--- config.mk ---
export PLATFORM = sky130hd
export DESIGN_NAME = md_unit
export DESIGN_NICKNAME = d
export VERILOG_FILES = /design/src/common/cpu_pkg.sv /design/src/common/md_if.sv /design/src/divider/int_divider.sv /design/src/logic/md_dispatch.sv /design/src/logic/md_unit.sv /design/src/multiplier/int_multiplier.sv
export SDC_FILE = /design/constraint.sdc
export NUM_CORES = 2
export LEC_CHECK = 0
export BUFFER_PORTS_ARGS = -buffer_cell sky130_fd_sc_hd__buf_2
export CAP_MARGIN = 20
export CORE_UTILIZATION = 60
export DETAILED_ROUTE_END_ITERATION = 10
export GPL_TIMING_DRIVEN = 0
export PLACE_DENSITY = 0.89
export SYNTH_ARGS = -nofsm -noshare
export SYNTH_HDL_FRONTEND = slang
export SYNTH_SLANG_ARGS = --single-unit
--- constraint.sdc ---
create_clock -name clk -period 8.2 [get_ports clk]
set_input_delay 0.82 -clock clk [delete_from_list [all_inputs] [get_ports clk]]
set_output_delay 0.82 -clock clk [all_outputs]
set_load 0.1 [all_outputs]
--- src/common/cpu_pkg.sv ---
package cpu_pkg;

	// operation codes follow the funct3 field of the RV32M instructions
	typedef enum logic [2:0] {
		MD_MUL    = 3'b000,
		MD_MULH   = 3'b001,
		MD_MULHSU = 3'b010,
		MD_MULHU  = 3'b011,
		MD_DIV    = 3'b100,
		MD_DIVU   = 3'b101,
		MD_REM    = 3'b110,
		MD_REMU   = 3'b111
	} md_op_t;

	// multiplier view of the low two funct3 bits
	typedef enum logic [1:0] {
		UMULL  = 2'b00,
		SMULH  = 2'b01,
		SUMULH = 2'b10,
		UMULH  = 2'b11
	} mul_op_t;

	// divider view of the low two funct3 bits
	typedef enum logic [1:0] {
		DIV  = 2'b00,
		DIVU = 2'b01,
		REM  = 2'b10,
		REMU = 2'b11
	} div_op_t;

	// funct3 bit 2 set means the divider handles the operation
	localparam int MD_IS_DIV_BIT = 2;

	function automatic mul_op_t to_mul_op(input md_op_t op);
		return mul_op_t'(op[1:0]);
	endfunction

	function automatic div_op_t to_div_op(input md_op_t op);
		return div_op_t'(op[1:0]);
	endfunction

endpackage

--- src/common/md_if.sv ---
`timescale 1ns/1ps

interface md_if #(
	parameter int xlen = 32
);
	import cpu_pkg::*;

	// request half
	logic            req_valid;
	logic            req_ready;
	md_op_t          req_op;
	logic [xlen-1:0] req_a;
	logic [xlen-1:0] req_b;

	// result half
	logic            rsp_valid;
	logic            rsp_ready;
	logic [xlen-1:0] rsp_data;

	modport dispatch (
		output req_valid, req_op, req_a, req_b, rsp_ready,
		input  req_ready, rsp_valid, rsp_data
	);

	modport unit (
		input  req_valid, req_op, req_a, req_b, rsp_ready,
		output req_ready, rsp_valid, rsp_data
	);

endinterface

--- src/divider/int_divider.sv ---
`timescale 1ns/1ps

module int_divider #(
	parameter int xlen = 32
) (
	input logic clk,
	input logic reset,
	md_if.unit  bus
);
	import cpu_pkg::*;

	localparam int cnt_w = $clog2(xlen + 1);

	typedef enum logic [1:0] {IDLE, RUN, DONE} state_t;

	state_t state;
	logic [cnt_w-1:0] count;

	div_op_t op;
	logic    op_signed;
	logic    a_neg;
	logic    b_neg;
	logic    div_zero;
	logic    overflow;
	logic    accept;

	logic [xlen-1:0] abs_a;
	logic [xlen-1:0] abs_b;

	// quo_r starts as the dividend and fills with quotient bits from the right
	logic [xlen-1:0] quo_r;
	logic [xlen-1:0] rem_r;
	logic [xlen-1:0] dvs_r;
	logic            quo_neg;
	logic            rem_neg;
	logic            is_rem;

	logic [xlen:0]   shifted;
	logic [xlen:0]   diff;
	logic [xlen-1:0] quo_out;
	logic [xlen-1:0] rem_out;

	assign op        = to_div_op(bus.req_op);
	assign op_signed = (op == DIV) || (op == REM);
	assign a_neg     = op_signed && bus.req_a[xlen-1];
	assign b_neg     = op_signed && bus.req_b[xlen-1];
	assign abs_a     = a_neg ? -bus.req_a : bus.req_a;
	assign abs_b     = b_neg ? -bus.req_b : bus.req_b;

	assign div_zero = (bus.req_b == '0);
	assign overflow = op_signed && (bus.req_a == {1'b1, {(xlen-1){1'b0}}}) &&
		(bus.req_b == '1);

	assign bus.req_ready = (state == IDLE);
	assign bus.rsp_valid = (state == DONE);
	assign accept        = bus.req_valid && bus.req_ready;

	// one restoring step, the borrow bit tells whether the divisor fit
	assign shifted = {rem_r, quo_r[xlen-1]};
	assign diff    = shifted - {1'b0, dvs_r};

	assign quo_out      = quo_neg ? -quo_r : quo_r;
	assign rem_out      = rem_neg ? -rem_r : rem_r;
	assign bus.rsp_data = is_rem ? rem_out : quo_out;

	always_ff @(posedge clk) begin
		if (reset) begin
			state <= IDLE;
			count <= '0;
		end else begin
			case (state)
				IDLE: begin
					if (accept) begin
						count <= '0;
						if (div_zero || overflow) begin
							state <= DONE;
						end else begin
							state <= RUN;
						end
					end
				end
				RUN: begin
					count <= count + 1'b1;
					if (count == cnt_w'(xlen - 1)) begin
						state <= DONE;
					end
				end
				DONE: begin
					if (bus.rsp_ready) begin
						state <= IDLE;
					end
				end
				default: state <= IDLE;
			endcase
		end
	end

	always_ff @(posedge clk) begin
		if (accept) begin
			is_rem <= (op == REM) || (op == REMU);
			dvs_r  <= abs_b;
			if (div_zero) begin
				// RISC-V wants all ones and the untouched dividend here
				quo_r   <= '1;
				rem_r   <= bus.req_a;
				quo_neg <= 1'b0;
				rem_neg <= 1'b0;
			end else if (overflow) begin
				quo_r   <= bus.req_a;
				rem_r   <= '0;
				quo_neg <= 1'b0;
				rem_neg <= 1'b0;
			end else begin
				quo_r   <= abs_a;
				rem_r   <= '0;
				quo_neg <= a_neg ^ b_neg;
				rem_neg <= a_neg;
			end
		end else if (state == RUN) begin
			if (diff[xlen]) begin
				rem_r <= shifted[xlen-1:0];
			end else begin
				rem_r <= diff[xlen-1:0];
			end
			quo_r <= {quo_r[xlen-2:0], ~diff[xlen]};
		end
	end

	assert property (@(posedge clk) disable iff (reset)
		count <= cnt_w'(xlen));

endmodule

--- src/logic/md_dispatch.sv ---
`timescale 1ns/1ps

module md_dispatch #(
	parameter int xlen = 32
) (
	input  logic             clk,
	input  logic             reset,

	input  logic             req_valid,
	output logic             req_ready,
	input  cpu_pkg::md_op_t  req_op,
	input  logic [xlen-1:0]  req_a,
	input  logic [xlen-1:0]  req_b,

	output logic             rsp_valid,
	input  logic             rsp_ready,
	output logic [xlen-1:0]  rsp_data,

	md_if.dispatch           mul_bus,
	md_if.dispatch           div_bus
);
	import cpu_pkg::*;

	logic busy;
	logic owner_div;
	logic sel_div;
	logic accept;
	logic done;

	assign sel_div = req_op[MD_IS_DIV_BIT];

	// operands and opcode go to both units and only valid is steered
	assign mul_bus.req_op = req_op;
	assign mul_bus.req_a  = req_a;
	assign mul_bus.req_b  = req_b;
	assign div_bus.req_op = req_op;
	assign div_bus.req_a  = req_a;
	assign div_bus.req_b  = req_b;

	assign mul_bus.req_valid = req_valid && !busy && !sel_div;
	assign div_bus.req_valid = req_valid && !busy && sel_div;

	assign req_ready = !busy && (sel_div ? div_bus.req_ready : mul_bus.req_ready);

	// the multiplier gates its req_ready with rsp_ready, so keep it high when idle
	assign mul_bus.rsp_ready = (busy && !owner_div) ? rsp_ready : 1'b1;
	assign div_bus.rsp_ready = busy && owner_div && rsp_ready;

	assign rsp_valid = busy && (owner_div ? div_bus.rsp_valid : mul_bus.rsp_valid);
	assign rsp_data  = owner_div ? div_bus.rsp_data : mul_bus.rsp_data;

	assign accept = req_valid && req_ready;
	assign done   = rsp_valid && rsp_ready;

	always_ff @(posedge clk) begin
		if (reset) begin
			busy      <= 1'b0;
			owner_div <= 1'b0;
		end else if (accept) begin
			busy      <= 1'b1;
			owner_div <= sel_div;
		end else if (done) begin
			busy      <= 1'b0;
		end
	end

	// an outstanding operation keeps its unit from taking another request
	assert property (@(posedge clk) disable iff (reset)
		(busy && !rsp_valid) |-> !(owner_div ? div_bus.req_ready : mul_bus.req_ready));

	assert property (@(posedge clk) disable iff (reset)
		mul_bus.rsp_valid |-> (busy && !owner_div));

	assert property (@(posedge clk) disable iff (reset)
		div_bus.rsp_valid |-> (busy && owner_div));

endmodule

--- src/logic/md_unit.sv ---
`timescale 1ns/1ps

module md_unit #(
	parameter int xlen       = 32,
	parameter int mul_cycles = 1
) (
	input  logic             clk,
	input  logic             reset,

	input  logic             req_valid,
	output logic             req_ready,
	input  cpu_pkg::md_op_t  req_op,
	input  logic [xlen-1:0]  req_a,
	input  logic [xlen-1:0]  req_b,

	output logic             rsp_valid,
	input  logic             rsp_ready,
	output logic [xlen-1:0]  rsp_data
);

	md_if #(.xlen(xlen)) mul_bus ();
	md_if #(.xlen(xlen)) div_bus ();

	md_dispatch #(
		.xlen      (xlen)
	) u_dispatch (
		.clk       (clk),
		.reset     (reset),
		.req_valid (req_valid),
		.req_ready (req_ready),
		.req_op    (req_op),
		.req_a     (req_a),
		.req_b     (req_b),
		.rsp_valid (rsp_valid),
		.rsp_ready (rsp_ready),
		.rsp_data  (rsp_data),
		.mul_bus   (mul_bus),
		.div_bus   (div_bus)
	);

	int_multiplier #(
		.xlen       (xlen),
		.mul_cycles (mul_cycles)
	) u_multiplier (
		.clk        (clk),
		.reset      (reset),
		.bus        (mul_bus)
	);

	int_divider #(
		.xlen  (xlen)
	) u_divider (
		.clk   (clk),
		.reset (reset),
		.bus   (div_bus)
	);

endmodule

--- src/multiplier/int_multiplier.sv ---
`timescale 1ns/1ps

module int_multiplier #(
	parameter int xlen       = 32,
	parameter int mul_cycles = 1
) (
	input logic clk,
	input logic reset,
	md_if.unit  bus
);
	import cpu_pkg::*;

	localparam int cnt_w = $clog2(mul_cycles + 1);

	typedef enum logic {IDLE, CALC} state_t;

	state_t state;
	logic [cnt_w-1:0] count;

	mul_op_t op;
	mul_op_t op_buf;
	logic    sign_a;
	logic    sign_b;

	logic signed [xlen:0] a_ext;
	logic signed [xlen:0] b_ext;
	logic signed [xlen:0] a_buf;
	logic signed [xlen:0] b_buf;

	logic signed [2*xlen+1:0] full_prod;
	logic        [2*xlen-1:0] prod [mul_cycles+1];

	// prod_ok marks that the last stage holds the product of a_buf and b_buf
	logic prod_ok;
	logic rsp_valid_q;
	logic accept;
	logic reuse;

	assign op     = to_mul_op(bus.req_op);
	assign sign_a = (op == SMULH) || (op == SUMULH);
	assign sign_b = (op == SMULH);

	// one extra bit lets a single signed multiply cover all four variants
	assign a_ext = {bus.req_a[xlen-1] & sign_a, bus.req_a};
	assign b_ext = {bus.req_b[xlen-1] & sign_b, bus.req_b};

	assign bus.req_ready = bus.rsp_ready && (state == IDLE);
	assign bus.rsp_valid = rsp_valid_q;

	assign accept = bus.req_valid && bus.req_ready;
	assign reuse  = prod_ok && (a_ext == a_buf) && (b_ext == b_buf);

	assign full_prod = a_buf * b_buf;

	always_comb begin
		case (op_buf)
			UMULL:   bus.rsp_data = prod[mul_cycles][xlen-1:0];
			default: bus.rsp_data = prod[mul_cycles][2*xlen-1:xlen];
		endcase
	end

	always_ff @(posedge clk) begin
		if (reset) begin
			state       <= IDLE;
			count       <= '0;
			prod_ok     <= 1'b0;
			rsp_valid_q <= 1'b0;
		end else if (accept) begin
			count <= '0;
			if (reuse) begin
				// same extended operands, so the stored product is still good
				rsp_valid_q <= 1'b1;
				state       <= IDLE;
			end else begin
				rsp_valid_q <= 1'b0;
				prod_ok     <= 1'b0;
				state       <= CALC;
			end
		end else begin
			case (state)
				IDLE: begin
					if (rsp_valid_q && bus.rsp_ready) begin
						rsp_valid_q <= 1'b0;
					end
				end
				CALC: begin
					if (count == cnt_w'(mul_cycles)) begin
						rsp_valid_q <= 1'b1;
						prod_ok     <= 1'b1;
						state       <= IDLE;
					end else begin
						count <= count + 1'b1;
					end
				end
				default: state <= IDLE;
			endcase
		end
	end

	always_ff @(posedge clk) begin
		if (accept) begin
			a_buf  <= a_ext;
			b_buf  <= b_ext;
			op_buf <= op;
		end
	end

	// the product ripples through mul_cycles+1 stages while calculating
	always_ff @(posedge clk) begin
		if (state == CALC) begin
			prod[0] <= full_prod[2*xlen-1:0];
			for (int i = 0; i < mul_cycles; i++) begin
				prod[i+1] <= prod[i];
			end
		end
	end

	// a result under back-pressure must not move
	assert property (@(posedge clk) disable iff (reset)
		(bus.rsp_valid && !bus.rsp_ready) |=> $stable(bus.rsp_data));

endmodule

==> flow_summary.toml <==
[status]
status = "complete, but fails checks"
violations = "negative setup slack"

[synth]
avgSynthCellArea_um2 = 9.79
yosys.area.top_type = "fa_1"
yosysUniqueCellTypes = 87
syn_nets = 7048
syn_area_mm2 = 0.0548
syn_inst = 5597
yosys-top-cells-area = "fa_1, edfxtp_1, inv_1"
ys_seq_area_share_pct = 16.7
ys.flop_type = "edfxtp_1"
synth-edff-count = 295
ys_async_sr_fraction_pct = 0
synth_warnings = 0
ys_ff_latch = 309
synth_top_area_share_pct = 41.2

[placed_design]
place.gp.congestion = 1.11
hpwl_um = 173000
place_area_mm2 = 0.0570
io_buffers = 104

[finish]
final_cell_mix = "fa_1, inv_1, nand2_1, and2_1, edfxtp_1"
nNetsFinal = 7410
fin_util_pct = 69.5
final_common_cell = "fa_1"
final_area_mm2 = 0.0628
areaGrowthSynthToFinish_pct = 14.6
layout-drive-gt1-share_pct = 14.3

[detailed_routing]
vias = 46100
vias_per_cell = 6.40
final_antenna_net_count = 0
drc_errors = 0
wl_um = 229000
wl_per_cell_um = 31.8
firstDrtPassIters = 9
drt_iter0_markers = 5877

[timing]
setup_ws_ns = -0.847
fin_tns_setup_ns = -12.35
setup_viol = 26
hold_viol = 0
max_slew_margin_pct = 34.1
clock.fmax_mhz = 111
fin_crit_ns = 9.05
worst_pin_slew_ns = 0.979
rsz0062_at_grt = "yes"
slew_viol_final = 0
min_period_over_period_pct = 110
finClkSkew_ns = 0.0562

[global_routing]
grt_max_degree = 79
grt_pass1_vias = 48300
grt_pass1_wl_um = 326000
overflow = 0
antenna_found_initial = 37
grt.total_usage_pct = 49.9

[clocking]
cts-htree-levels = 1
cts_tree = "built"
clkSinkCount = 309
clock_latency_ns = 0.64
cts.hold.buffers_added = 0
cts_buffers = 29
clkSlewWorstSetupHoldPaths_ns = 0.08
clock-root-buffer = "clkbuf_16"
clockBufferDepth = 3

[setup_path]
critPathLaunch = "u_multiplier.a_buf[22]"
cp-start-kind = "register"
crit_path_top_delay_cell = "fa_1"
end_kind = "register"
crit_path_max_fanout = 10
path_class = "reg -> reg"
critPathRequiredTime_ns = 8.54
max_stage_delay_ns = 0.58
r2r_start = "u_multiplier.a_buf[22]"
crit_top_cell = "fa_1"
worstPathArrival_ns = 9.38

[die]
core_mm2 = 0.0903
rows = 110
pin_count = 105
dieArea_mm2 = 0.0925
start_util_pct = 60.7
die_w_um = 304
die_h_um = 304

[job]
cap_viol_max_count = 0

[hold_path]
worst_hold_path_type = "in -> reg"
hp-start = "req_b[24]"
[path summary, 6_finish.rpt]
check / cells after the start / slack (ns) / endpoint
max: 27 / -0.85 / u_multiplier.prod[0][49]
min: 1 / 0.40 / u_multiplier.b_buf[24]
max reg2reg: 27 / -0.85 / u_multiplier.prod[0][49]
min reg2reg: 0 / 0.42 / u_multiplier.prod[0][70]
[repair_timing]
action	CTS	global route
buffers inserted	207	53
gates cloned	2	0
pin swaps	107	88
endpoints found under the hold margin	0	0
resized for setup	605	120
setup endpoints to repair	38	29
[metal layers]
layer  track usage (%)  up-vias  routed length [um]
met4              43.8       14               26800
met2              74.2     4094               97800
met1              56.5    22700               71600
li1                  -    17900                   -
met3              18.7     1439               32900
met5                 0        -                  98
[Yosys cell counts, types with 26 or more instances]
library cell and number:
o31ai_1 27, nor2b_1 59, nor3_1 30, o21ai_0 121, and2_1 535, nand2_1 671, ha_1 254, mux2i_1 43
clkbuf_1 292, fa_1 1126, inv_1 1121, xnor2_1 169, xor2_1 110, a21oi_1 148, nand3_1 38, nor4_1 26
edfxtp_1 295, nor2_1 123, nand4_1 32, nand2b_1 30, a21o_1 61
[critical path: cells and delay by family (launching register included)]
family / cells / cell delay, ns
AOI/OAI and AO/OA: 5 / 1.07
and+or+nand+nor: 6 / 1.49
buffers and inverters: 6 / 0.71
DFF: 1 / 0.55
adders and majority gates: 9 / 4.49
xor gates and xnor gates: 1 / 0.42
[per-stage QoR]
stage | std cells | setup WS, ns | hold slack (ns)
after floorplan | 5597 | 0.398 | 0.400
after global placement | 6877 | -3.18 | 0.402
after detailed placement | 6895 | -2.88 | 0.405
after CTS | 7116 | -0.527 | 0.404
after global routing | 7170 | -0.898 | 0.401
final | 7197 | -0.847 | 0.400
[layout make-up]
type	count	area, um2
fillers	6502	27500
repair buffers	381	3120
plain buffers	268	2270
diodes	39	97.6
flip-flops and latches	309	9140
clock buffers	30	729
inverters	1121	4220
clock inverters	24	229
well taps	1176	1470
multi-input cells	3849	41500
[logic make-up after synthesis]
group,Yosys count,share of synthesized area [%]
flip-flops,309,16.7
XOR/XNOR,279,4.46
AND/OR/NAND/NOR,1613,14.9
adder cells (fa/ha/maj),1380,47.0
AO/OA/AOI/OAI,532,6.26
multiplexers,45,0.827
buffers and inverters,1439,9.96
[registers in the layout, indices dropped and copies added (netlist names), 2 cells and up]
name                 cells
u_multiplier.a_buf      33
u_divider.quo_r         32
u_divider.state          2
u_divider.count          6
u_multiplier.prod      128
u_divider.rem_r         32
u_multiplier.op_buf      2
u_divider.dvs_r         32
u_multiplier.b_buf      33
Power is not shown: default switching activity piles up to over one toggle a cycle in this logic, so the estimate is an artifact.
